==> src/hdl/gpu_config.svh <==
`ifndef GPU_CONFIG_SVH
`define GPU_CONFIG_SVH

// Number of warp slots in one core
`define GPU_MAX_WARPS 2

// Register and data memory word width
`define GPU_DATA_WIDTH 32

`define GPU_IMEM_ADDR_WIDTH 8
`define GPU_DMEM_ADDR_WIDTH 8

// Registers per warp including the warp index register
`define GPU_NUM_REGS 8

`endif

==> src/hdl/gpu_isa_pkg.sv <==
package gpu_isa_pkg;

    localparam int INSTR_WIDTH    = 32;
    localparam int OPCODE_WIDTH   = 4;
    localparam int REG_ADDR_WIDTH = 3;
    localparam int IMM_WIDTH      = 16;

    // Low bit of each field in the instruction word
    localparam int OPCODE_LSB = 28;
    localparam int RD_LSB     = 25;
    localparam int RS1_LSB    = 22;
    localparam int RS2_LSB    = 19;

    typedef logic [REG_ADDR_WIDTH-1:0] reg_addr_t;
    typedef logic [INSTR_WIDTH-1:0]    instruction_t;

    typedef enum logic [OPCODE_WIDTH-1:0] {
        OP_ADDI  = 4'h1,
        OP_ADD   = 4'h2,
        OP_SUB   = 4'h3,
        OP_BNE   = 4'h4,
        OP_LOAD  = 4'h5,
        OP_STORE = 4'h6,
        OP_HALT  = 4'hf
    } opcode_t;

endpackage

==> src/hdl/scalar_alu.sv <==
`timescale 1ns/10ps
`include "gpu_config.svh"

module scalar_alu
    import gpu_isa_pkg::*;
(
    input  opcode_t                    opcode,
    input  logic [`GPU_DATA_WIDTH-1:0] op1,
    input  logic [`GPU_DATA_WIDTH-1:0] op2,
    input  logic [`GPU_DATA_WIDTH-1:0] immediate,
    output logic [`GPU_DATA_WIDTH-1:0] result,
    output logic                       branch_taken
);

    always_comb begin
        case (opcode)
            OP_ADDI: result = op1 + immediate;
            OP_ADD:  result = op1 + op2;
            OP_SUB:  result = op1 - op2;
            default: result = '0;
        endcase
    end

    // Condition for bne
    assign branch_taken = (op1 != op2);

endmodule

==> config.mk <==
export PLATFORM = sky130hd
export DESIGN_NAME = scalar_alu
export DESIGN_NICKNAME = d
export VERILOG_FILES = /design/src/hdl/gpu_isa_pkg.sv /design/src/hdl/scalar_alu.sv
export VERILOG_INCLUDE_DIRS = /design/src /design/src/hdl
export SDC_FILE = /design/constraint.sdc
export NUM_CORES = 1
export LEC_CHECK = 0
export BUFFER_PORTS_ARGS = -buffer_cell sky130_fd_sc_hd__buf_2
export CAP_MARGIN = 20
export CORE_MARGIN = 3
export CORE_UTILIZATION = 31
export DETAILED_ROUTE_END_ITERATION = 6
export SYNTH_ARGS = -nofsm -noshare
export SYNTH_HDL_FRONTEND = slang
export SYNTH_SLANG_ARGS = --single-unit
==> constraint.sdc <==
create_clock -name vclk -period 9.25
set_input_delay 2.775 -clock vclk [all_inputs]
set_output_delay 2.775 -clock vclk [all_outputs]
set_load 0.005 [all_outputs]
# Word level (Yosys, flattened, before mapping)
# Cells that the tools add are included.
# totals
reg_bits,0
out_inout_bits,33
# op_classes
add_sub_neg,3
n_eq_ne,4
n_mux,1
# op_table
cell,count
$pmux 32 s3,1
$add 32x32->32,2
$ne 32x32->1,1
$sub 32x32->32,1
$eq 4x2->1 const B,2
$eq 4x1->1 const B,1

# Depth between registers and ports, before layout
# depth
word_depth,2
ltp_mapped,16

# Least setup slack after synthesis
# Ideal clock, no wire load.
# synth_timing
kind,input to output
start,input opcode[3]
end,output result[24]
arrival_time_ns,5.982
slack_ns,0.493
path_stages,16
path_buffers,1
cell_sequence,nor2_1 nand2_1 nor2_1 clkbuf_1 mux2_2 ha_1 fa_1 nand3_1 a21o_1 a31oi_1 a211oi_1 o221ai_1 a21oi_1 o21ai_1 xnor2_1 o22ai_1
# synth_between
elab_chain_cells,2
elab_cells_between_ends,4
cone_classes,eq/ne: 3; mux: 1
# synth_lines
element,line_no,rtl
"start, declared",scalar_alu.sv:7,"input opcode_t opcode,"
$eq 4x2->1 / $eq 4x1->1 (equally long branches),scalar_alu.sv:16,case (opcode)
$pmux 32 s3 (*),scalar_alu.sv:16,
"end, declared",scalar_alu.sv:11,"output logic [`GPU_DATA_WIDTH-1:0] result,"
# Mark *: on every way between the ends. The rest lies on a longest branch, timed or not.

# Worst setup path in the final report
# Same ends and word-level chain as after synthesis.

==> metrics <==
outcome=finished clean; syn_nets=731; row count=41; hold_buf cts=0; CTS resizes=0; Final HPWL DP=11400 µm; worst-path fanout max=17; final hold viol count=0; Tot GR Track Use=17.6%; Die Y-Extent=120 µm; kind of critical path=in -> out; fmax=0.113 GHz; CP most frequent cell=buf_2; area leader, netlist=ha_1; RD Place Congestion=0.866; Fin Setup TNS=0 ns; nets@finish=855; post-synthesis sequential area ratio=0%; # IOs=133; Least-Margin Pin Slew=0.599 ns; critical path data arrival time=6.10 ns; Seq cells=0; GRT Residual Overflow=0; initial antenna violation count=0; worst hold path type=in -> out; Vias per Instance=5.37; antenna cells=0; initial DRC count=280; Yosys Warn Count=0; Synth top area share=20.4%; drt wl/cell=15.7 µm; Final ANT Viol Nets=0; startpoint types=primary input; Reg area=0 µm²; Setup Viol. Count Final=0; WL final=13400 µm; Pwr per Cell Area=69.0 nW/µm²; Initial Util=31.9%; Critical-path top delay cell=fa_1; final core occ=38.9%; most used standard cell by instance count after synthesis=ha_1; Final Max Slew Viols=0; P&R area growth vs syn=22.2%; synth top area cells=ha_1 20%, mux2_2 8.6%, a21oi_1 7.0%; Slew headroom=60.0%; largest net degree at the start of global routing=30; fin crit share=95.9%; first-pass GRT wire length=21500 µm; Core ar.=12700 µm²; Max VDD drop=0.0242 mV; Syn Inst Count=563; Detailed Routing Iterations Pass 1=5; Mean Syn Cell Area=7.20 µm²; Cell Area, Synth=4050 µm²; Die X-Extent=120 µm; max_cap viols=0; CP peak stage delay=0.43 ns; top post-synthesis cells by count=66 x ha_1, 57 x a21oi_1, 45 x inv_1, 38 x nand2_1, 31 x mux2_2; crit path cell chain=buf_2, nor2_2, nand2_1, nor2_4, buf_12, mux2_2, fa_1, nand3_1, a21o_1, a31oi_1, a211oi_1, o221ai_1, a21oi_1, o21ai_1, xnor2_1, o22ai_1, buf_2; RSZ-0062 raised after global routing=no; Post-CTS Setup Inserts=0; LEAKAGE=2.46 nW; vias in the first global route=4466; synth unique cells=58; layout cells sized above 1=28.8%; clock buffer count=0; Final min period=8.87 ns; area of the die=14500 µm²; Vias=4605; crit end category=primary output; WHS=6.04 ns; Worst EP required=6.48 ns; I/O Buffers=133; DRC errors left=0
## cell type report
type	count	area, µm²
timing repair buffer	138	723
multi-input combinational	502	3840
tap	172	215
inverter	45	169
fill	1425	7770
## layer usage
metal | global-route usage [%] | vias to the layer above | share of wire (%)
met3 | 1.45 | 8 | 4.6
li1 | - | 2363 | -
met1 | 24.5 | 2116 | 47
met4 | 1.98 | 0 | 0.68
met2 | 30.8 | 118 | 47
met5 | 0 | - | 0
## per-stage QoR
stage | power [mW] | setup WS, ns | instances | instance area, µm²
detailed placement | 0.335 | 0.280 | 856 | 4920
floorplan | 0.241 | 0.493 | 563 | 4050
global placement | 0.337 | 0.329 | 856 | 4920
CTS | 0.338 | 0.277 | 856 | 4920
finish | 0.342 | 0.379 | 857 | 4950
global route | 0.378 | 0.0828 | 857 | 4950
## worst max-delay path, delay by kind of cell
family / cells / cell delay (ns)
adders and majority gates: 1 / 0.43
AOI/OAI and AO/OA: 7 / 1.41
buffers and inverters: 3 / 0.42
xor gates and xnor gates: 1 / 0.13
muxes: 1 / 0.37
and+or+nand+nor: 4 / 0.55
## power by group
part | switching [mW] | leakage, nW | internal, mW | total (mW)
registers | 0 | 0 | 0 | 0
logic | 0.190 | 2.46 | 0.151 | 0.342
clock network | 0 | 0 | 0 | 0
## path summary, 6_finish.rpt
kind	startpoint	endpoint	slack, ns	depth (start not counted)
max	opcode[3]	result[24]	0.38	17
min	op1[0]	result[0]	6.04	5
## cells in the final DEF, fill, tap and decap left out, drive strengths merged, types with 2 or more instances in the layout
| cell type | netlist | layout |
|---|---|---|
| nand2 | 39 | 39 |
| o21ai | 32 | 32 |
| xor2 | 28 | 28 |
| a32o | 2 | 2 |
| a211oi | 10 | 10 |
| o22ai | 29 | 29 |
| o21bai | 5 | 5 |
| o211ai | 7 | 7 |
| and3 | 10 | 10 |
| o21a | 6 | 6 |
| inv | 45 | 45 |
| a31oi | 7 | 7 |
| xnor2 | 29 | 29 |
| and2 | 2 | 2 |
| mux2i | 2 | 2 |
| a21boi | 2 | 2 |
| nor2 | 26 | 26 |
| ha | 66 | 66 |
| nor2b | 5 | 5 |
| a21oi | 62 | 62 |
| nor3 | 4 | 4 |
| nand3 | 27 | 27 |
| mux2 | 31 | 31 |
| a211o | 3 | 3 |
| a221oi | 4 | 4 |
| or3 | 3 | 3 |
| buf | 2 | 138 |
| o221ai | 4 | 4 |
| nand2b | 6 | 6 |
| a21o | 30 | 30 |
| nand4 | 6 | 6 |
| a2111oi | 2 | 2 |
| fa | 2 | 2 |
## cells by family after synthesis
kind of cell / after synthesis / synth area share, %
xor+xnor: 57 / 12.3
simple gates: 130 / 15.5
fa+ha+maj: 68 / 21.4
buf+inv: 61 / 5.71
compound gates: 214 / 36.0
mux: 33 / 9.11
No activity file was read; power rests on OpenSTA's default activity.
