## src/hdl/gpu_config.svh

```systemverilog
`ifndef GPU_CONFIG_SVH
`define GPU_CONFIG_SVH

// Number of warp slots in one core
`define GPU_MAX_WARPS 2

// Register and data memory word width
`define GPU_DATA_WIDTH 32

`define GPU_IMEM_ADDR_WIDTH 8
`define GPU_DMEM_ADDR_WIDTH 8

// Registers per warp including the warp index register
`define GPU_NUM_REGS 8

`endif

```

## src/hdl/gpu_core_pkg.sv

```systemverilog
`include "gpu_config.svh"

package gpu_core_pkg;

    typedef logic [$clog2(`GPU_MAX_WARPS)-1:0]   warp_id_t;
    typedef logic [$clog2(`GPU_MAX_WARPS+1)-1:0] warp_count_t;

    typedef enum logic [2:0] {
        WARP_IDLE, WARP_FETCH, WARP_DECODE, WARP_REQUEST,
        WARP_WAIT, WARP_EXECUTE, WARP_UPDATE, WARP_DONE
    } warp_state_t;

    typedef enum logic [1:0] {FETCHER_IDLE, FETCHER_FETCHING, FETCHER_DONE} fetcher_state_t;

    typedef enum logic [1:0] {LSU_IDLE, LSU_REQUESTING, LSU_WAITING, LSU_DONE} lsu_state_t;

endpackage

```

## src/hdl/load_store_unit.sv

```systemverilog
`timescale 1ns/10ps
`include "gpu_config.svh"

module load_store_unit
    import gpu_core_pkg::*;
(
    input  logic                            clk,
    input  logic                            reset,
    input  warp_state_t                     warp_state,
    input  logic                            mem_read_enable,
    input  logic                            mem_write_enable,
    input  logic [`GPU_DATA_WIDTH-1:0]      base,
    input  logic [`GPU_DATA_WIDTH-1:0]      store_data,
    input  logic [`GPU_DATA_WIDTH-1:0]      immediate,
    input  logic                            data_read_ready,
    input  logic [`GPU_DATA_WIDTH-1:0]      data_read_data,
    input  logic                            data_write_ready,
    output logic                            data_read_valid,
    output logic [`GPU_DMEM_ADDR_WIDTH-1:0] data_read_address,
    output logic                            data_write_valid,
    output logic [`GPU_DMEM_ADDR_WIDTH-1:0] data_write_address,
    output logic [`GPU_DATA_WIDTH-1:0]      data_write_data,
    output lsu_state_t                      lsu_state,
    output logic [`GPU_DATA_WIDTH-1:0]      load_data
);

    logic [`GPU_DATA_WIDTH-1:0] address;

    assign address = base + immediate;

    always_ff @(posedge clk) begin
        if (reset) begin
            lsu_state <= LSU_IDLE;
            data_read_valid <= 1'b0;
            data_write_valid <= 1'b0;
        end else begin
            case (lsu_state)
                LSU_IDLE: begin
                    if (warp_state == WARP_REQUEST && (mem_read_enable || mem_write_enable)) begin
                        lsu_state <= LSU_REQUESTING;
                    end
                end
                LSU_REQUESTING: begin
                    lsu_state <= LSU_WAITING;
                    if (mem_read_enable) begin
                        data_read_valid <= 1'b1;
                        data_read_address <= address[`GPU_DMEM_ADDR_WIDTH-1:0];
                    end else begin
                        data_write_valid <= 1'b1;
                        data_write_address <= address[`GPU_DMEM_ADDR_WIDTH-1:0];
                        data_write_data <= store_data;
                    end
                end
                LSU_WAITING: begin
                    // Hold the request until the memory accepts it
                    if (data_read_valid && data_read_ready) begin
                        data_read_valid <= 1'b0;
                        load_data <= data_read_data;
                        lsu_state <= LSU_DONE;
                    end else if (data_write_valid && data_write_ready) begin
                        data_write_valid <= 1'b0;
                        lsu_state <= LSU_DONE;
                    end
                end
                default: begin
                    if (warp_state == WARP_UPDATE) begin
                        lsu_state <= LSU_IDLE;
                    end
                end
            endcase
        end
    end

    assert property (@(posedge clk) disable iff (reset)
        !(data_read_valid && data_write_valid));

endmodule

```

## config.mk

```make
export PLATFORM = sky130hd
export DESIGN_NAME = load_store_unit
export DESIGN_NICKNAME = d
export VERILOG_FILES = /design/src/hdl/gpu_core_pkg.sv /design/src/hdl/load_store_unit.sv
export VERILOG_INCLUDE_DIRS = /design/src /design/src/hdl
export SDC_FILE = /design/constraint.sdc
export NUM_CORES = 1
export LEC_CHECK = 0
export BUFFER_PORTS_ARGS = -buffer_cell sky130_fd_sc_hd__buf_2
export CORE_ASPECT_RATIO = 0.9
export CORE_MARGIN = 2
export CORE_UTILIZATION = 43
export CTS_BUF_LIST = sky130_fd_sc_hd__clkbuf_16
export DETAILED_ROUTE_END_ITERATION = 10
export GPL_ROUTABILITY_DRIVEN = 0
export PLACE_DENSITY_LB_ADDON = 0.1
export SLEW_MARGIN = 20
export SYNTH_ARGS = -nofsm -noshare
export SYNTH_HDL_FRONTEND = slang
export SYNTH_SLANG_ARGS = --single-unit
```

## constraint.sdc

```tcl
create_clock -name clk -period 10.1 [get_ports clk]
set_input_delay 2.02 -clock clk [delete_from_list [all_inputs] [get_ports clk]]
set_output_delay 2.02 -clock clk [all_outputs]
set_load 0.005 [all_outputs]
```

Word level (Yosys, flattened, before mapping)

Cells that the tools add are included.
Widths: inputs -> output; s select.

Register bits after elaboration: 84
Input port bits: 137
Output and inout port bits: 84
Word-level logic and storage cells: 46

Add/sub/neg operators: 1
Eq/ne operators: 11
Muxes and demuxes: 12
Bitwise logic cells: 2
Reduce and logical (&&, ||, !) cells: 13

Operators with widths:

| kind               | count |
|---|---|
| $reduce_and 3->1   | 5 |
| $ne 2x2->1 const B | 6 |
| $add 8x8->8        | 1 |
| $mux 2             | 4 |
| $pmux 2 s3         | 1 |
| $mux 1             | 5 |
| $pmux 1 s2         | 2 |
| $reduce_and 4->1   | 1 |
| $reduce_bool 4->1  | 1 |
| $eq 3x2->1 const B | 1 |
| $eq 3x3->1 const B | 1 |
| $logic_and 1x1->1  | 3 |
| $ne 3x3->1 const B | 1 |
| $eq 2x1->1 const B | 1 |
| $eq 2x2->1 const B | 1 |
| $logic_not 2->1    | 1 |
| $not 1->1          | 2 |
| $reduce_bool 2->1  | 1 |
| $logic_or 1x1->1   | 1 |

Longest topological paths before layout

Depth after elaboration: 4
Gate-level depth with buffers: 7

Worst setup path before layout

No wires, ideal clock.

Path kind: in2reg
From: input port reset
To: register load_data[0], enable pin
Library setup time: 0.468 ns
Data arrival time: 4.628 ns
Required time: 9.632 ns
Slack: 5.004 ns
Cell stages on the path: 2
Buffers on the path: 1
Cell sequence: clkbuf_1 > nor3b_1

Word-level cells in the longest chain between the ends: 2

Ends and longest elaborated chain:

| element                           | RTL line              | RTL |
|---|---|---|
| start, declared                   | load_store_unit.sv:8  | `input logic reset,` |
| $not 1->1 (no source line)        | --                    |  |
| $reduce_and 3->1 (no source line) | --                    |  |
| end signal, assigned              | load_store_unit.sv:58 | `load_data <= data_read_data;` |
| end, declared                     | load_store_unit.sv:24 | `` output logic [`GPU_DATA_WIDTH-1:0] load_data `` |

No other way between the ends.
A chain may end at the register's enable or synchronous reset.

Worst setup path after layout

From: input port base[0]
To: register data_write_address[6] (data pin)

Word-level cells in the longest chain between the ends: 1

Ends and longest elaborated chain:

| element              | RTL line              | RTL |
|---|---|---|
| start, declared      | load_store_unit.sv:12 | `` input logic [`GPU_DATA_WIDTH-1:0] base, `` |
| $add 8x8->8          | load_store_unit.sv:29 | `assign address = base + immediate;` |
| net address[6]       | load_store_unit.sv:27 | `` logic [`GPU_DATA_WIDTH-1:0] address; `` |
| end signal, assigned | load_store_unit.sv:50 | `` data_write_address <= address[`GPU_DMEM_ADDR_WIDTH-1:0]; `` |
| end, declared        | load_store_unit.sv:21 | `` output logic [`GPU_DMEM_ADDR_WIDTH-1:0] data_write_address, `` |

The timed path passes the listed nets, and every way through them passes these cells.

==> results.toml <==
[power]
p_per_area_mw_per_mm2 = 183.1
combinationalPowerShare = 0.119
p_clk_frac = 0.356
p_leak_nw = 1.826
finalPower_mw = 0.7860
power_frac_seq = 0.525
swShare = 0.2204
max-vdd-ir-drop_uv = 96.93
p_sw_mw = 0.1732
internal_power_mw = 0.6128

[timing]
fin_ws_ps = 6767
maxSlewHeadroom = 0.5470
fmax_mhz = 300.1
finalHoldViolCount = 0
rsz0062_at_grt = "no"
whs_ps = 551.4
slew_viol_final = 0
setup_viol = 0
post-route-period-util = 0.3300
setup_tns_ps = 0
fin_skew_ps = 6.828
tightestPinTransition_ps = 677.0
post-route-min-period_ps = 3333

[placed_design]
dp_slack_ps = 6430
hpwl_mm = 4.920
post_dp_cell_area_mm2 = 0.004004
port_buffers = 172

[global_routing]
grt_pass1_vias = 1931
grt_max_degree = 41
antenna_found_initial = 0
track_usage = 0.1650
grt_pass1_wl_mm = 9.597
overflow = 0

[clock_tree]
cts_tree = "done"
cts.clk_slew.worst_paths_ps = 60
clk_latency_ps = 320
ctsHoldBuffers = 0
cts_setup_buffers = 0
cts-root-buf = "clkbuf_16"
numCtsBuffers = 9
cts_resized = 0
clk_path_buf_depth = 2
clock-sinks = 84
h-tree-depth = 3

[synthesis]
post_synth_num_cell_types = 30
syn_area_mm2 = 0.003014
synth_nets = 313
ys_seq_area_frac = 0.8236
avgSynthCellArea_um2 = 18.38
synth-seq-cells = 84
synthCells = 164
yosys_warnings = 0

[cells_and_area]
multi_input_area_um2 = 506.7
fillers = 534
area_growth_pct = 42.42
nNetsFinal = 497
drive_gt1_frac = 0.5411
regArea_mm2 = 0.002482
layout_commonest_cell = "buf_2"
final_cell_mix = "172 x buf_2, 80 x edfxtp_1, 11 x inv_1, 11 x ha_1"
final_cell_area_mm2 = 0.004293
antenna_cells = 0

[setup_path]
crit_fanout = 3
crit_slowest_cell = "or4_1"
cp.required_ps = 10280
crit_arrival_ps = 3510
endpoint_kind = "register"
path_cells = "buf_2 > ha_1 > inv_1 > fa_1 > nor2b_4 > o31a_1 > or4_1 > nand3_1"
startpoint_type = "input pin"
max_stage_delay_ps = 420
critPathKind = "in2reg"

[drt]
first_pass_iters = 6
via_count = 2061
antenna_left = 0
viasPerCell = 4.652
drc = 0
post_drt_wl_per_cell_um = 14.55
routed_wl_mm = 6.444
drtIter0Drc = 51

[floorplanning]
die_h_um = 83.43
dieArea_mm2 = 0.007696
rows = 28
initial_utilization = 0.4504
core_area_mm2 = 0.006691
die_w_um = 92.25
ios = 221

[hold_path]
holdCritPathClass = "reg2reg"

[status]
status = "completed"

[job]
drv_cap = 0
## layout make-up
cell class	count	share of cell area
Clock inverter	7	0.008452
Clock buffer	9	0.05246
Timing Repair Buffer	174	0.2087
Inverter	9	0.007869
Multi-Input combinational cell	70	0.1180
Sequential cell	84	0.5783
Tap cell	90	0.02623
## logic make-up after synthesis
logic type	Yosys count	share of synthesized area
AO/OA/AOI/OAI	25	0.05314
XOR/XNOR	4	0.01163
adder cells (fa/ha/maj)	12	0.05230
buffers and inverters	10	0.01245
flip-flops	84	0.8236
AND/OR/NAND/NOR	29	0.04691
## Yosys cell counts
library cell / number / area (um2)
nor3_1: 3 / 15.01
o21ai_0: 4 / 20.02
a31o_2: 1 / 8.760
nand2b_1: 1 / 6.260
nand2_1: 7 / 26.28
nor3b_1: 1 / 7.510
a311oi_1: 1 / 8.760
nand4_1: 1 / 6.260
or4_1: 1 / 7.510
o21a_1: 1 / 7.510
a21o_1: 1 / 7.510
nand3_1: 3 / 15.01
ha_1: 11 / 137.6
edfxtp_1: 80 / 2402
o31ai_1: 2 / 15.01
a211oi_1: 2 / 15.01
o211ai_1: 1 / 7.510
xnor2_1: 3 / 26.28
a41oi_1: 1 / 8.760
nor2b_4: 1 / 13.76
o31a_1: 1 / 8.760
nor2_1: 10 / 37.54
fa_1: 1 / 20.02
dfxtp_1: 4 / 80.08
xor2_1: 1 / 8.760
a21oi_1: 9 / 45.04
inv_1: 9 / 33.78
and3_1: 1 / 6.260
clkbuf_1: 1 / 3.750
o21bai_1: 1 / 7.510
## layer usage
metal  global-route usage  routed length, um  share of wire
met1               0.2018               2615           0.41
met2               0.2687               3256           0.51
met3              0.04083                478          0.074
met4              0.09091                 93          0.014
met5                    0                  0              0
## worst max-delay path: cells and delay by family
family,cells,cell delay [ps]
AO/OA/AOI/OAI,1,260
adder cells (fa/ha/maj),2,460
AND/OR/NAND/NOR,3,590
buffers and inverters,2,180
## sequential cells by signal, indices dropped and copies added (netlist names)
register,count
data_write_data,32
data_read_valid,1
load_data,32
data_read_address,8
data_write_valid,1
data_write_address,8
lsu_state,2
## final timing paths
check / from / to / slack, ps / cells after the start
worst max register to register: lsu_state[1] / data_write_data[13] / 8260 / 5
worst max-delay path: base[0] / data_write_address[6] / 6770 / 8
worst min register to register: data_read_valid / data_read_valid / 550 / 2
worst min-delay path: data_read_valid / data_read_valid / 550 / 2
## per-stage QoR
step | instances | utilization
finish | 443 | 0.6415
global route | 443 | 0.6415
CTS | 442 | 0.6374
detailed placement | 426 | 0.5984
global placement | 426 | 0.5984
floorplan | 164 | -
## power groups by stage
stage	sequential, mW	combinational [mW]	clock [mW]
after floorplan	0.423	0.0437	0
after global placement	0.420	0.0895	0
after detailed placement	0.420	0.0924	0
after CTS	0.413	0.0926	0.285
after global routing	0.415	0.105	0.303
final	0.413	0.0935	0.280
(Power assumes the default switching activity.)
