<file path="src/hdl/gpu_config.svh">
`ifndef GPU_CONFIG_SVH
`define GPU_CONFIG_SVH

// Number of warp slots in one core
`define GPU_MAX_WARPS 2

// Register and data memory word width
`define GPU_DATA_WIDTH 32

`define GPU_IMEM_ADDR_WIDTH 8
`define GPU_DMEM_ADDR_WIDTH 8

// Registers per warp including the warp index register
`define GPU_NUM_REGS 8

`endif

</file>
<file path="src/hdl/gpu_isa_pkg.sv">
package gpu_isa_pkg;

    localparam int INSTR_WIDTH    = 32;
    localparam int OPCODE_WIDTH   = 4;
    localparam int REG_ADDR_WIDTH = 3;
    localparam int IMM_WIDTH      = 16;

    // Low bit of each field in the instruction word
    localparam int OPCODE_LSB = 28;
    localparam int RD_LSB     = 25;
    localparam int RS1_LSB    = 22;
    localparam int RS2_LSB    = 19;

    typedef logic [REG_ADDR_WIDTH-1:0] reg_addr_t;
    typedef logic [INSTR_WIDTH-1:0]    instruction_t;

    typedef enum logic [OPCODE_WIDTH-1:0] {
        OP_ADDI  = 4'h1,
        OP_ADD   = 4'h2,
        OP_SUB   = 4'h3,
        OP_BNE   = 4'h4,
        OP_LOAD  = 4'h5,
        OP_STORE = 4'h6,
        OP_HALT  = 4'hf
    } opcode_t;

endpackage

</file>
<file path="src/hdl/gpu_core_pkg.sv">
`include "gpu_config.svh"

package gpu_core_pkg;

    typedef logic [$clog2(`GPU_MAX_WARPS)-1:0]   warp_id_t;
    typedef logic [$clog2(`GPU_MAX_WARPS+1)-1:0] warp_count_t;

    typedef enum logic [2:0] {
        WARP_IDLE, WARP_FETCH, WARP_DECODE, WARP_REQUEST,
        WARP_WAIT, WARP_EXECUTE, WARP_UPDATE, WARP_DONE
    } warp_state_t;

    typedef enum logic [1:0] {FETCHER_IDLE, FETCHER_FETCHING, FETCHER_DONE} fetcher_state_t;

    typedef enum logic [1:0] {LSU_IDLE, LSU_REQUESTING, LSU_WAITING, LSU_DONE} lsu_state_t;

endpackage

</file>
<file path="src/hdl/warp_fetcher.sv">
`timescale 1ns/10ps
`include "gpu_config.svh"

module warp_fetcher
    import gpu_core_pkg::*, gpu_isa_pkg::*;
(
    input  logic                            clk,
    input  logic                            reset,
    input  warp_state_t                     warp_state,
    input  logic [`GPU_IMEM_ADDR_WIDTH-1:0] pc,
    input  logic                            instr_read_ready,
    input  instruction_t                    instr_read_data,
    output logic                            instr_read_valid,
    output logic [`GPU_IMEM_ADDR_WIDTH-1:0] instr_read_address,
    output fetcher_state_t                  fetcher_state,
    output instruction_t                    instruction
);

    always_ff @(posedge clk) begin
        if (reset) begin
            fetcher_state <= FETCHER_IDLE;
            instr_read_valid <= 1'b0;
        end else begin
            case (fetcher_state)
                FETCHER_IDLE: begin
                    if (warp_state == WARP_FETCH) begin
                        fetcher_state <= FETCHER_FETCHING;
                        instr_read_valid <= 1'b1;
                        instr_read_address <= pc;
                    end
                end
                FETCHER_FETCHING: begin
                    // Word is taken in the ready cycle
                    if (instr_read_ready) begin
                        fetcher_state <= FETCHER_DONE;
                        instr_read_valid <= 1'b0;
                        instruction <= instr_read_data;
                    end
                end
                default: begin
                    if (warp_state == WARP_DECODE) begin
                        fetcher_state <= FETCHER_IDLE;
                    end
                end
            endcase
        end
    end

    assert property (@(posedge clk) disable iff (reset)
        instr_read_valid && !instr_read_ready
        |=> instr_read_valid && $stable(instr_read_address));

endmodule

</file>
<file path="config.mk">
export PLATFORM = sky130hd
export DESIGN_NAME = warp_fetcher
export DESIGN_NICKNAME = d
export VERILOG_FILES = /design/src/hdl/gpu_isa_pkg.sv /design/src/hdl/gpu_core_pkg.sv /design/src/hdl/warp_fetcher.sv
export VERILOG_INCLUDE_DIRS = /design/src /design/src/hdl
export SDC_FILE = /design/constraint.sdc
export NUM_CORES = 1
export LEC_CHECK = 0
export ABC_AREA = 1
export ABC_CLOCK_PERIOD_IN_PS = 3850
export BUFFER_PORTS_ARGS = -buffer_cell sky130_fd_sc_hd__buf_2
export CAP_MARGIN = 20
export CELL_PAD_IN_SITES_DETAIL_PLACEMENT = 0
export CELL_PAD_IN_SITES_GLOBAL_PLACEMENT = 1
export CORE_MARGIN = 5
export CORE_UTILIZATION = 34
export DETAILED_ROUTE_END_ITERATION = 8
export PLACE_DENSITY = 0.8
export REMOVE_ABC_BUFFERS = 1
export SKIP_CTS_REPAIR_TIMING = 1
export SKIP_LAST_GASP = 1
export SYNTH_ARGS = -nofsm -noshare
export SYNTH_HDL_FRONTEND = slang
export SYNTH_SLANG_ARGS = --single-unit
</file>
<file path="constraint.sdc">
create_clock -name clk -period 3.85 [get_ports clk]
set_input_delay 0.1925 -clock clk [delete_from_list [all_inputs] [get_ports clk]]
set_output_delay 0.1925 -clock clk [all_outputs]
set_load 0.005 [all_outputs]
</file>
# After elaboration in Yosys (flattened, before gate mapping)
# Cells that the tools add are included.
[totals]
elab_cells = 24
register_bits = 43
out_inout_bits = 43
[op_classes]
n_eq_ne = 5
n_mux = 7
n_bitwise = 1
n_reduce_logical = 7
[op_table]
columns = ["operator", "n"]
rows = [
  ["$reduce_and A3 Y1", 4],
  ["$mux W2", 3],
  ["$ne A2 B2 Y1 const B", 2],
  ["$pmux W2 S2", 1],
  ["$eq A3 B1 Y1 const B", 1],
  ["$eq A3 B2 Y1 const B", 1],
  ["$reduce_bool A3 Y1", 1],
  ["$eq A2 B1 Y1 const B", 1],
  ["$logic_not A2 Y1", 1],
  ["$mux W1", 2],
  ["$pmux W1 S2", 1],
  ["$reduce_bool A2 Y1", 1],
  ["$not A1 Y1", 1],
]

# Longest topological paths before layout
[depth]
depth_word = 3
ltp_mapped = 7
mapped_depth_nobuf = 7

# Worst setup path after synthesis
# No wires, ideal clock.
[synth_timing]
path_kind = "flip-flop to flip-flop"
from = "reg fetcher_state[0]"
to = "reg instruction[0] (enable)"
setup_time_ns = 0.421
n_path_buf = 0
required_time_ns = 3.429
setup_slack_ns = 1.399
period_less_slack_ns = 2.451
t_arrival_ns = 2.030
path_stages_with_launch = 5
path_cell_list = "dfxtp_1 > nand2_1 > nor2_2 > inv_2 > nor2_1"
[synth_via]
elab_chain_len = 2
[synth_rtl]
columns = ["item", "line", "rtl"]
rows = [
  ["from (decl)", "warp_fetcher.sv:15", "output fetcher_state_t fetcher_state,"],
  ["from (signal assigned)", "warp_fetcher.sv:21", "fetcher_state <= FETCHER_IDLE;"],
  ["from (signal assigned)", "warp_fetcher.sv:27", "fetcher_state <= FETCHER_FETCHING;"],
  ["from (signal assigned)", "warp_fetcher.sv:35", "fetcher_state <= FETCHER_DONE;"],
  ["$eq A2 B1 Y1", "warp_fetcher.sv:24", "case (fetcher_state)"],
  ["$reduce_and A3 Y1 (no line)", "-", ""],
  ["to (signal assigned)", "warp_fetcher.sv:37", "instruction <= instr_read_data;"],
  ["to (decl)", "warp_fetcher.sv:16", "output instruction_t instruction"],
]
# Every way passes these cells.
# A chain may end at the register's enable or synchronous reset.

# Worst setup path in the final report
[layout_timing]
from = "reg fetcher_state[0]"
to = "reg instr_read_address[2] (enable)"
[layout_via]
elab_chain_len = 2
[layout_rtl]
columns = ["item", "line", "rtl"]
rows = [
  ["$logic_not A2 Y1", "warp_fetcher.sv:24", ""],
  ["$reduce_and A3 Y1 (no line)", "-", ""],
  ["to (signal assigned)", "warp_fetcher.sv:29", "instr_read_address <= pc;"],
  ["to (decl)", "warp_fetcher.sv:14", "output logic [`GPU_IMEM_ADDR_WIDTH-1:0] instr_read_address,"],
]
# Every way passes these cells.

==> run_results.csv <==
group,metric,value,unit
job,drv.max_cap_violation_count,0,
critical_path,critical_path.n_buffers_inverters,2,
layout,layoutNonFillerInstCount,222,
synth,synthTopCellsByArea,"edfxtp_1, dfxtp_1, nand2_1",
critical_path,cp-end-kind,"register",
timing,grt_setup_unrepaired,"false",
timing,timing.slew.headroom,58.6,%
synth,ys_warn_count,0,
synth,synthMostInstantiatedCell,"edfxtp_1",
synth,netlist-cell-type-count,12,
synth,yosys.area_share.adder,0,%
synth,synth_commonest_cells,"edfxtp_1, nand2_1, nor2_1, inv_1, inv_2",
timing,fmaxAchievable,0.631,GHz
synth,combinational_family_with_the_most_area_after_synthesis,"simple AND/OR/NAND/NOR gates",
critical_path,cp_slowest_stage_delay,480,ps
layout,areaGrowthSynthToFinish,42.1,%
critical_path,worst_ep_arrival_time,1510,ps
synth,synthArstFlopShare,0,%
timing,fin_crit_sh,41.2,%
clock_tree,cts-root-to-sink-buffers,2,
place,placed_cells,214,
global_route,grt_max_degree,33,
floorplan,core.rowCount,23,
clock_tree,clock-root-buffer,"clkbuf_8",
timing,setup_tns_final,0,ps
critical_path,worst_setup_path_start_kind,"register",
drt,detail_route.iter0.violations,45,
synth,synth_compound_area_share,0.707,%
worst_hold_path,worst_hold_path_type,"in2reg",
place,count_of_input_and_output_buffers,88,
timing,whs,72.9,ps
synth,synthMuxAreaShare,0,%
drt,route.detailed.vias_per_inst,4.30,
drt,routed_wirelength,3.24,mm
synth,synth_top_area_cell,"edfxtp_1",
floorplan,die_y,74.5,um
pwr,peakVddDrop,0.228,mV
layout,drive_above_1_share,61.6,%
synth,post-synth-top-area-fraction,84.8,%
critical_path,worstPathCellList,"nor2_2 -> inv_2 -> nor2_4 -> inv_1 -> nor2_1",
timing,final_max_slew_viol_count,0,
place,place.detailed.hpwl,2.65,mm
floorplan,floorplan.core_area,4030,um^2
critical_path,path_class,"reg2reg",
synth,synth-edff-count,40,
pwr,leakage,0.874,nW
synth,synth.yosys.seq_area_share,89.0,%
clock_tree,cts_made_buffers,5,
floorplan,initial_core_util,35.2,%
drt,ant_nets,0,
drt,wl_per_cell,14.6,um
synth,avgSynthCellArea,18.9,um^2
timing,worst_slew_pin_slew,618,ps
clock_tree,path_clk_slew,80,ps
synth,xor_xnor_cell_area_share_of_the_yosys_netlist,0,%
floorplan,pin_count,89,
clock_tree,cts_num_sinks,43,
global_route,globalRouteOverflowTotal,0,
place,gpl.final_weighted_congestion,0.720,
pwr,pwr_density_cell,435,nW/um^2
drt,firstDrtPassIters,4,
critical_path,critical-path-slowest-cell,"nor2_1",
clock_tree,cts_tree,"built",
critical_path,crit_fanout,8,
global_route,track_usage,12.2,%
timing,hold_violations,0,
clock_tree,cts.htree.levels,2,
synth,ys_ff_latch,43,
timing,final-setup-viol-count,0,
synth,synth_simple_gate_area_share,7.86,%
status,outcome,"completed",
drt,remaining_drc_errors,0,
clock_tree,worst_skew_pair.late_latency,290,ps
synth,synthesis.area,1420,um^2
synth,synth_cells,75,
timing,skew,7.83,ps
floorplan,die_extent_in_x,74.5,um
global_route,grt_pass1_vias,1042,
synth,synth_ff_type,"edfxtp_1",
global_route,grt_first_pass_wirelength,4.82,mm
global_route,number_of_antenna_violations_at_the_first_check_in_global_routing,0,
floorplan,die_area,5560,um^2
critical_path,timing.critical_path.required,3770,ps
critical_path,cpLargestDelayFamily,"simple AND/OR/NAND/NOR gates",
layout,antenna_cells_inserted,0,
timing,period_minus_slack,1580,ps
drt,detailroute.via_count,954,
layout,final_nets,217,
-- through the flow --
step                      utilization (%)  area (um^2)  power, mW  setup slack [ps]
after floorplan                         -         1420      0.576              1400
after global placement               47.9         1930      0.616              2370
after detailed placement             47.9         1930      0.622              2260
after CTS                            50.0         2010      0.888              2250
after global routing                 50.0         2010      0.918              2130
final                                50.0         2010      0.875              2270
-- layout make-up --
cell class | instances | area [um^2]
fillers | 363 | 2020
flip-flops and latches | 43 | 1260
repair buffers | 89 | 448
multi-input cells | 23 | 124
clock buffers | 5 | 68.8
well taps | 50 | 62.6
inverters | 9 | 33.8
clock inverters | 3 | 15.0
-- state kept, by name, indices dropped and copies added (netlist names) --
register	flops
instruction	32
instr_read_address	8
fetcher_state	2
instr_read_valid	1
-- worst register-to-register path, delay by kind of cell (launching register included) --
family	cells	cell delay, ps
AND/OR/NAND/NOR	3	730
flip-flops	1	360
buffers and inverters	2	140
-- power breakdown --
part           switching (mW)  internal (mW)
clock                   0.141          0.124
combinational          0.0404         0.0348
sequential            0.00659          0.528
total                   0.188          0.687
-- path summary, 6_finish.rpt --
check | startpoint | to | slack [ps] | depth (start not counted)
worst max register to register | fetcher_state[0] | instr_read_address[2] | 2270 | 5
worst max-delay path | fetcher_state[0] | instr_read_address[2] | 2270 | 5
worst min register to register | instr_read_valid | instr_read_valid | 470 | 2
worst min-delay path | instr_read_data[11] | instruction[11] | 70 | 1
-- kinds of logic (layout without fill, tap and decap cells) --
| kind of cell | count (synthesis) | count (layout) |
|---|---|---|
| AO/OA/AOI/OAI | 2 | 2 |
| buffers and inverters | 9 | 106 |
| flip-flops | 43 | 43 |
| AND/OR/NAND/NOR | 21 | 21 |
-- metal layers --
metal | global-route usage [%] | up-vias | share of wire, % | wire length, um
met4 | 7.51 | 0 | 2.6 | 85
met3 | 4.46 | 8 | 9.1 | 294
li1 | - | 456 | - | -
met5 | 0 | - | 0 | 0
met1 | 12.4 | 432 | 33 | 1080
met2 | 21.2 | 58 | 55 | 1770
-- cells in the final DEF (no fill, tap or decap) --
master	netlist	final
clkinv_2	0	3
nand4_1	1	1
edfxtp_1	40	40
buf_4	0	1
nand3_1	3	3
a21oi_1	2	2
nor2_4	1	1
dfxtp_1	3	3
nand2_1	7	7
nand3_4	1	1
inv_2	4	4
nor2_2	2	3
clkbuf_8	0	5
inv_1	5	5
nor2_1	6	5
buf_2	0	88
Power figures use the tool's default switching activity.
