==> config.mk <==
export PLATFORM = sky130hd
export DESIGN_NAME = warp_reg_file
export DESIGN_NICKNAME = d
export VERILOG_FILES = /design/src/hdl/gpu_isa_pkg.sv /design/src/hdl/gpu_core_pkg.sv /design/src/hdl/warp_reg_file.sv
export VERILOG_INCLUDE_DIRS = /design/src /design/src/hdl
export SDC_FILE = /design/constraint.sdc
export NUM_CORES = 1
export LEC_CHECK = 0
export CELL_PAD_IN_SITES_DETAIL_PLACEMENT = 1
export CELL_PAD_IN_SITES_GLOBAL_PLACEMENT = 1
export CORE_MARGIN = 10
export CORE_UTILIZATION = 43
export DETAILED_ROUTE_END_ITERATION = 8
export DONT_BUFFER_PORTS = 1
export PLACE_DENSITY = 0.77
export SLEW_MARGIN = 20
export SYNTH_ARGS = -nofsm -noshare
export SYNTH_HDL_FRONTEND = slang
export SYNTH_SLANG_ARGS = --single-unit
==> constraint.sdc <==
create_clock -name clk -period 6.1 [get_ports clk]
set_input_delay 1.22 -clock clk [delete_from_list [all_inputs] [get_ports clk]]
set_output_delay 1.22 -clock clk [all_outputs]
set_load 0.03 [all_outputs]
==> src/hdl/gpu_config.svh <==
`ifndef GPU_CONFIG_SVH
`define GPU_CONFIG_SVH

// Number of warp slots in one core
`define GPU_MAX_WARPS 2

// Register and data memory word width
`define GPU_DATA_WIDTH 32

`define GPU_IMEM_ADDR_WIDTH 8
`define GPU_DMEM_ADDR_WIDTH 8

// Registers per warp including the warp index register
`define GPU_NUM_REGS 8

`endif

==> src/hdl/gpu_isa_pkg.sv <==
package gpu_isa_pkg;

    localparam int INSTR_WIDTH    = 32;
    localparam int OPCODE_WIDTH   = 4;
    localparam int REG_ADDR_WIDTH = 3;
    localparam int IMM_WIDTH      = 16;

    // Low bit of each field in the instruction word
    localparam int OPCODE_LSB = 28;
    localparam int RD_LSB     = 25;
    localparam int RS1_LSB    = 22;
    localparam int RS2_LSB    = 19;

    typedef logic [REG_ADDR_WIDTH-1:0] reg_addr_t;
    typedef logic [INSTR_WIDTH-1:0]    instruction_t;

    typedef enum logic [OPCODE_WIDTH-1:0] {
        OP_ADDI  = 4'h1,
        OP_ADD   = 4'h2,
        OP_SUB   = 4'h3,
        OP_BNE   = 4'h4,
        OP_LOAD  = 4'h5,
        OP_STORE = 4'h6,
        OP_HALT  = 4'hf
    } opcode_t;

endpackage

==> src/hdl/gpu_core_pkg.sv <==
`include "gpu_config.svh"

package gpu_core_pkg;

    typedef logic [$clog2(`GPU_MAX_WARPS)-1:0]   warp_id_t;
    typedef logic [$clog2(`GPU_MAX_WARPS+1)-1:0] warp_count_t;

    typedef enum logic [2:0] {
        WARP_IDLE, WARP_FETCH, WARP_DECODE, WARP_REQUEST,
        WARP_WAIT, WARP_EXECUTE, WARP_UPDATE, WARP_DONE
    } warp_state_t;

    typedef enum logic [1:0] {FETCHER_IDLE, FETCHER_FETCHING, FETCHER_DONE} fetcher_state_t;

    typedef enum logic [1:0] {LSU_IDLE, LSU_REQUESTING, LSU_WAITING, LSU_DONE} lsu_state_t;

endpackage

==> src/hdl/warp_reg_file.sv <==
`timescale 1ns/10ps
`include "gpu_config.svh"

module warp_reg_file
    import gpu_core_pkg::*, gpu_isa_pkg::*;
#(
    parameter int warp_index = 0
) (
    input  logic                       clk,
    input  logic                       reset,
    input  warp_state_t                warp_state,
    input  logic                       reg_write_enable,
    input  reg_addr_t                  rd,
    input  reg_addr_t                  rs1,
    input  reg_addr_t                  rs2,
    input  logic [`GPU_DATA_WIDTH-1:0] alu_result,
    input  logic [`GPU_DATA_WIDTH-1:0] load_data,
    input  logic                       is_load,
    output logic [`GPU_DATA_WIDTH-1:0] rs1_data,
    output logic [`GPU_DATA_WIDTH-1:0] rs2_data
);

    // Top register reads back the warp index
    localparam reg_addr_t ID_REG = reg_addr_t'(`GPU_NUM_REGS - 1);

    logic [`GPU_DATA_WIDTH-1:0] regs [`GPU_NUM_REGS];

    always_ff @(posedge clk) begin
        if (reset) begin
            for (int i = 0; i < `GPU_NUM_REGS; i++) begin
                regs[i] <= '0;
            end
        end else if (warp_state == WARP_EXECUTE && reg_write_enable
                     && rd != '0 && rd != ID_REG) begin
            regs[rd] <= is_load ? load_data : alu_result;
        end
    end

    // r0 is never written so it stays zero
    assign rs1_data = (rs1 == ID_REG) ? `GPU_DATA_WIDTH'(warp_index) : regs[rs1];
    assign rs2_data = (rs2 == ID_REG) ? `GPU_DATA_WIDTH'(warp_index) : regs[rs2];

endmodule

### Word level (Yosys, flattened, before mapping)

Memories as Yosys holds them, arrays and structs flattened.
Index checks and enable logic that the tools add are counted.

* register bits after elaboration: 0
* bits in writable memories: 256
* input port bits: 80
* memories: 1

Memories
* regs: words 8, bits a word 32, read ports 2, clocked after memory_dff 0, write ports 8, line warp_reg_file.sv:26 `` logic [`GPU_DATA_WIDTH-1:0] regs [`GPU_NUM_REGS]; ``

* equal/unequal tests: 4
* muxes and demuxes: 11
* reductions and logical operators: 5

Operators by type and width (count)
* 32-bit two-way mux: 4
* 32-bit OR reduction: 1
* 3-bit equality test (second input constant): 3
* 1-bit two-way mux: 6
* 1-bit logical AND: 3
* 3-bit two-way mux: 1
* 3-bit inequality test (second input constant): 1
* 3-bit nonzero test: 1

### Logic depth before layout (Yosys ltp)

Gate-level depths: netlist of run 1.

* depth in word-level cells: 9
* depth in mapped cells: 6

### Worst setup path before layout of run 1

OpenSTA, ideal clock, no wires.

* path type: input port to output port
* from: in rs2[1]
* to: out rs2_data[23]
* arrival: 2.910 ns
* data required time: 4.880 ns
* setup slack: 1.970 ns
* stages: 5
* cell sequence: clkbuf_1 > nor2b_1 > clkbuf_1 > a2bb2oi_1 > a221oi_1

* word-level cells in the longest chain between the ends: 2

RTL lines
* start: declaration: line warp_reg_file.sv:15 `input reg_addr_t rs2,`
* memory read 8 x 32 bit / 3-bit equality test (equally long branches)
* 32-bit two-way mux *: line warp_reg_file.sv:41 `` assign rs2_data = (rs2 == ID_REG) ? `GPU_DATA_WIDTH'(warp_index) : regs[rs2]; ``
* end: declaration: line warp_reg_file.sv:20 `` output logic [`GPU_DATA_WIDTH-1:0] rs2_data ``

Mark *: on every way between the ends. The rest lies on a longest branch, timed or not.

### Worst setup path in the final report of run 1

* from: in rs2[0]
* to: out rs2_data[14]

The elaborated chain is that of the path after synthesis.

==> results of run 1 <==
[through the flow]
step	power [uW]	area, um^2
after floorplan	2230	11900
after global placement	2350	12400
after detailed placement	2370	12500
after CTS	3690	13100
after global routing	3800	13200
final	3680	13200
[kinds of logic after synthesis]
group | synth area share (%)
DFF | 57.2
muxes | 14.6
and+or+nand+nor | 11.3
buffers and inverters | 4.23
other | 0.0319
AOI/OAI and AO/OA | 12.7
[power groups by stage]
stage | Combinational [uW] | Sequential [uW] | Clock, uW
2_1_floorplan | 390 | 1840 | 0
3_3_place_gp | 500 | 1850 | 0
3_5_place_dp | 508 | 1860 | 0
4_1_cts | 510 | 1830 | 1350
5_1_grt | 543 | 1840 | 1420
6_report | 510 | 1830 | 1340
[worst paths after layout]
path | to | depth (start not counted)
worst max-delay path | rs2_data[14] | 3
worst min-delay path | regs[0][6] | 0
[routing by layer]
metal | part of all wire, % | wire (um) | vias up | global-route usage, %
li1 | - | - | 3774 | -
met1 | 40 | 15600 | 4460 | 27.8
met2 | 50 | 19600 | 394 | 39.4
met3 | 8.5 | 3340 | 75 | 4.11
met4 | 2.2 | 874 | 0 | 6.76
met5 | 0 | 0 | - | 0
[layout make-up]
cell class                      instances  area (um^2)
Clock inverter                          9         36.3
Inverter                               33          124
Tap cell                              341          427
Clock buffer                           33          656
Timing Repair Buffer                   66          523
Sequential cell                       224         6730
Multi-Input combinational cell        670         4690
Fill cell                            2791        13800
[cell usage in the layout (no fill, tap or decap), drive strengths merged, types with 14 or more instances in the layout]
cell type / synthesis / final
nand2: 18 / 18
a2bb2oi: 25 / 25
conb: 1 / 32
buf: 34 / 66
a211oi: 34 / 34
clkbuf: 52 / 33
edfxtp: 224 / 224
o32ai: 21 / 21
mux2i: 156 / 156
a221oi: 41 / 41
o221a: 18 / 18
mux2: 14 / 14
nor2: 196 / 196
inv: 32 / 32
nor2b: 47 / 47
[critical path: stages]
cell,delay [ns]
sky130_fd_sc_hd__nor2b_2,0.74
sky130_fd_sc_hd__a2bb2oi_1,0.20
sky130_fd_sc_hd__a221oi_1,1.00
==> metrics.cfg, run 1 <==
[status]
status=finished clean

[synthesis]
netlist_instances=982
synth.area.top_cells=sky130_fd_sc_hd__edfxtp_1, sky130_fd_sc_hd__mux2i_1, sky130_fd_sc_hd__nor2_1, sky130_fd_sc_hd__a221oi_1, sky130_fd_sc_hd__nor2b_1
yosys.area.top_type=sky130_fd_sc_hd__edfxtp_1
seq_area_frac_synth_pct=57.2
yosys-top-cells-count=sky130_fd_sc_hd__edfxtp_1, sky130_fd_sc_hd__nor2_1, sky130_fd_sc_hd__mux2i_1
synth_warnings=0
synth-edff-count=224
async_flop_share_pct=0
synth_flop_cell=sky130_fd_sc_hd__edfxtp_1
synth-seq-cells=224
synth_cell_types=39
postSynthAreaPerCell_um2=12.0
yosys.area.top_type_share_pct=57.2
syn-cell-area_um2=11800
yosysMostFrequentCell=sky130_fd_sc_hd__edfxtp_1

[finish]
post-route-util_pct=48.9
finish.cell_count_without_fillers=1376
largest_register_ff_count=224
layout_area_growth_over_synthesis_pct=12.1
nets=1099
post_route_cells_drive_above_1_share_pct=14.1
insertedDiodeCount=0
reg_top3=regs: 224 flops
largest-register=regs

[pwr]
irDropWorstVdd_v=0.000222
internal_power_uw=2720
power_per_cell_area_nw_per_um2=279
power_share_of_the_clock_group_pct=36.3
comb_power_share_pct=13.9
total_switching_power_uw=961
switching_share_pct=26.1
share_seq_of_total_power_pct=49.8
power.leakage_uw=0.00488

[placed_design]
pre_cts_ws_ns=1.69
hpwlAfterDp_um=22900
gp_congestion=0.789
placed_cells=1333
io_buffer_count=0

[cts]
clock_path_buffers=3
post_cts.resized_instances=0
total_clock_buffers_created_by_cts=24
root_buffer_master=sky130_fd_sc_hd__clkbuf_16
cts_tree=built
postCtsHoldBufs=0
postCtsSetupBuffers=0
clk_pin_slew_worst_paths_ns=0.06
htree_num_levels=1
tritoncts_num_sinks=224

[timing]
min_period_over_period_pct=72.4
timing.final.max_slew_violations=0
hold_viol=0
period_minus_slack_ns=4.42
rsz0062_at_grt=false
layout_setup_ws_ns=1.68
fin_worst_hold_slack_ns=0.812
setup-tns-final_ns=0
report.final.setup_viol=0
worst-slew-pin-transition_ns=1.08
slew_headroom_pct=28.2
peak_clock_frequency_supported_by_timing_ghz=0.226

[worst_setup_path]
startpoint_type=primary input
crit_path_start=rs2[0]
endpoint_kind=output pin
worst-path-max-fanout=118
crit_arrival_ns=3.20
crit_required_ns=4.88
critPathKind=primary input to output pin

[route]
initialDrtViolationCount=712
drt_pre_antenna_iters=5
route.vias.total=8703
drcViolationCount=0
drt-vias-per-instance=6.32
drtAntennaViolNets=0
route.detailed.wl_per_inst_um=28.6
drt-total-wl_um=39400

[floorplanning]
die_height_um=185
floorplan.core_area_um2=27000
die_area_um2=34400
rows=60
ios=144
dieWidth_um=185
starting_utilization_of_the_core_area_pct=43.7

[global_route]
antenna_found_initial=0
grt_max_degree=119
grt_util_all_layers_pct=22.6
globalRoute.totalOverflow=0
grt_pass1_vias=9531
global_route_wire_length_before_repair_um=58300

[worst_hold_path]
timing.hold.worst.start=reset
hold_class=primary input to flop

[job]
maxCapViolCount=0

Power figures use the tool's default switching activity.
==> inputs of run 2 (changes only) <==
Settings changed: PLACE_DENSITY 0.77 to 0.79.
Clock period 6.1 ns to 3.75 ns, I/O delays scaled along.
==> metrics.cfg, run 2 (synthesis gave the netlist of run 1 again) <==
[pwr]
internal_power_uw=4430  ; +63%
power_per_cell_area_nw_per_um2=453  ; +62%
total_switching_power_uw=1590  ; +65%
power.leakage_uw=0.00494  ; +1.2%
irDropWorstVdd_v=0.000255  ; +15%
switching_share_pct=26.4  ; +0.22 points
power_share_of_the_clock_group_pct=36.3  ; about the same
share_seq_of_total_power_pct=49.5  ; -0.3 points
comb_power_share_pct=14.2  ; +0.3 points
fin_total_pwr_uw=6020  ; +64%

[placed_design]
gp_congestion=0.808  ; +2.4%
io_buffer_count=0  ; unchanged
hpwlAfterDp_um=24100  ; +5.0%
post_dp_cell_area_um2=12600  ; +1.1%
placed_cells=1342  ; +0.68%

[route]
initialDrtViolationCount=806  ; +13%
drt-vias-per-instance=6.37  ; +0.70%
drt_pre_antenna_iters=6  ; +1
route.vias.total=8821  ; +1.4%
drcViolationCount=0  ; unchanged
route.detailed.wl_per_inst_um=29.0  ; +1.2%
drtAntennaViolNets=0  ; unchanged
drt-total-wl_um=40100  ; +1.9%

[finish]
insertedDiodeCount=0  ; unchanged
final_common_cell=sky130_fd_sc_hd__edfxtp_1
nets=1108  ; +0.82%
finish.cell_count_without_fillers=1385  ; +0.65%
reg_top3=regs: 224 flops
layout_area_growth_over_synthesis_pct=13.0
stdcell_area_um2=13300  ; +0.82%
largest-register=regs
number_of_fill_cells=2821  ; +1.1%
most_used_cells_in_the_layout_excluding_fill_and_tap_cells=sky130_fd_sc_hd__edfxtp_1, sky130_fd_sc_hd__nor2_1, sky130_fd_sc_hd__mux2i_1, sky130_fd_sc_hd__buf_4, sky130_fd_sc_hd__nor2b_1
post_route_cells_drive_above_1_share_pct=14.9  ; +0.84 points
largest_register_ff_count=224  ; unchanged

[cts]
clk_pin_slew_worst_paths_ns=0.06  ; about the same
postCtsSetupBuffers=0  ; unchanged
clock_path_buffers=3  ; unchanged
post_cts.resized_instances=0  ; unchanged
root_buffer_master=sky130_fd_sc_hd__clkbuf_16
postCtsHoldBufs=0  ; unchanged
total_clock_buffers_created_by_cts=25  ; +4.2%
tritoncts_num_sinks=224  ; unchanged
htree_num_levels=1  ; unchanged
cts_tree=built

[worst_setup_path]
critPathBufInv=2  ; +2
crit_path_max_incr_delay_ns=0.46  ; -0.54 ns
cp_cell_sequence=nor2b_2 -> buf_4 -> a2bb2oi_1 -> a221oi_1 -> buf_4
crit_required_ns=3.00  ; -1.88 ns
startpoint_type=primary input
critical-path-top-delay-family=buffers and inverters
worst_path_max_delay_cell=sky130_fd_sc_hd__a221oi_1
endpoint_kind=output pin
worst-path-max-fanout=118  ; unchanged
crit_arrival_ns=2.36  ; -0.84 ns
critPathKind=primary input to output pin
crit_top_cell=sky130_fd_sc_hd__buf_4

[global_route]
grt_pass1_vias=9572  ; +0.43%
globalRoute.totalOverflow=0  ; unchanged
grt_max_degree=119  ; unchanged
grt_util_all_layers_pct=23.0  ; +0.39 points
global_route_wire_length_before_repair_um=59200  ; +1.6%
antenna_found_initial=0  ; unchanged

[status]
status=finished clean

[timing]
rsz0062_at_grt=false
report.final.setup_viol=0  ; unchanged
worst-slew-pin-transition_ns=1.19  ; +0.111 ns
slew_headroom_pct=20.5  ; -7.8 points
setup-tns-final_ns=0  ; unchanged
hold_viol=0  ; unchanged
timing.final.max_slew_violations=0  ; unchanged
period_minus_slack_ns=3.11
fin_worst_hold_slack_ns=0.321  ; -0.491 ns
min_period_over_period_pct=82.8
peak_clock_frequency_supported_by_timing_ghz=0.322

[floorplanning]
starting_utilization_of_the_core_area_pct=43.7  ; unchanged
rows=60  ; unchanged
ios=144  ; unchanged
dieWidth_um=185  ; unchanged
die_area_um2=34400  ; unchanged
floorplan.core_area_um2=27000  ; unchanged
die_height_um=185  ; unchanged

[job]
maxCapViolCount=0  ; unchanged

[worst_hold_path]
hold_class=primary input to flop

[run 2: power by group through the flow]
stage / Sequential, uW / Combinational (uW) / Clock [uW]
5_1_grt: 3000 / 906 / 2310
3_5_place_dp: 3030 / 850 / 0
3_3_place_gp: 3020 / 833 / 0
2_1_floorplan: 3000 / 634 / 0
4_1_cts: 2980 / 854 / 2210
6_report: 2980 / 852 / 2190
[run 2: worst paths after layout]
check                   from           end  slack, ns  cells after the start
worst min-delay path   reset    regs[0][6]       0.32                      0
worst max-delay path  rs2[0]  rs2_data[20]       0.64                      5
[run 2: per-stage QoR]
| step | setup slack, ns | util, % |
|---|---|---|
| 2_1_floorplan | 0.560 | - |
| 3_3_place_gp | 0.742 | 46.7 |
| 3_5_place_dp | 0.777 | 46.7 |
| 4_1_cts | 0.774 | 49.3 |
| 5_1_grt | 0.653 | 49.3 |
| 6_report | 0.644 | 49.3 |
[run 2: area by class of cell]
type / instances / area [um^2] / area share (%)
Clock buffer: 32 / 652 / 4.90
Clock inverter: 11 / 50.0 / 0.376
Inverter: 33 / 124 / 0.932
Multi-Input combinational cell: 670 / 4680 / 35.2
Sequential cell: 224 / 6730 / 50.6
Tap cell: 341 / 427 / 3.21
Timing Repair Buffer: 74 / 631 / 4.74
[run 2: metal layers]
metal | share of wire [%] | wire length, um | track usage (%)
met1 | 40 | 15900 | 28.7
met2 | 50 | 20000 | 39.5
met3 | 8.0 | 3200 | 4.13
met4 | 2.6 | 1030 | 6.99
met5 | 0 | 0 | 0
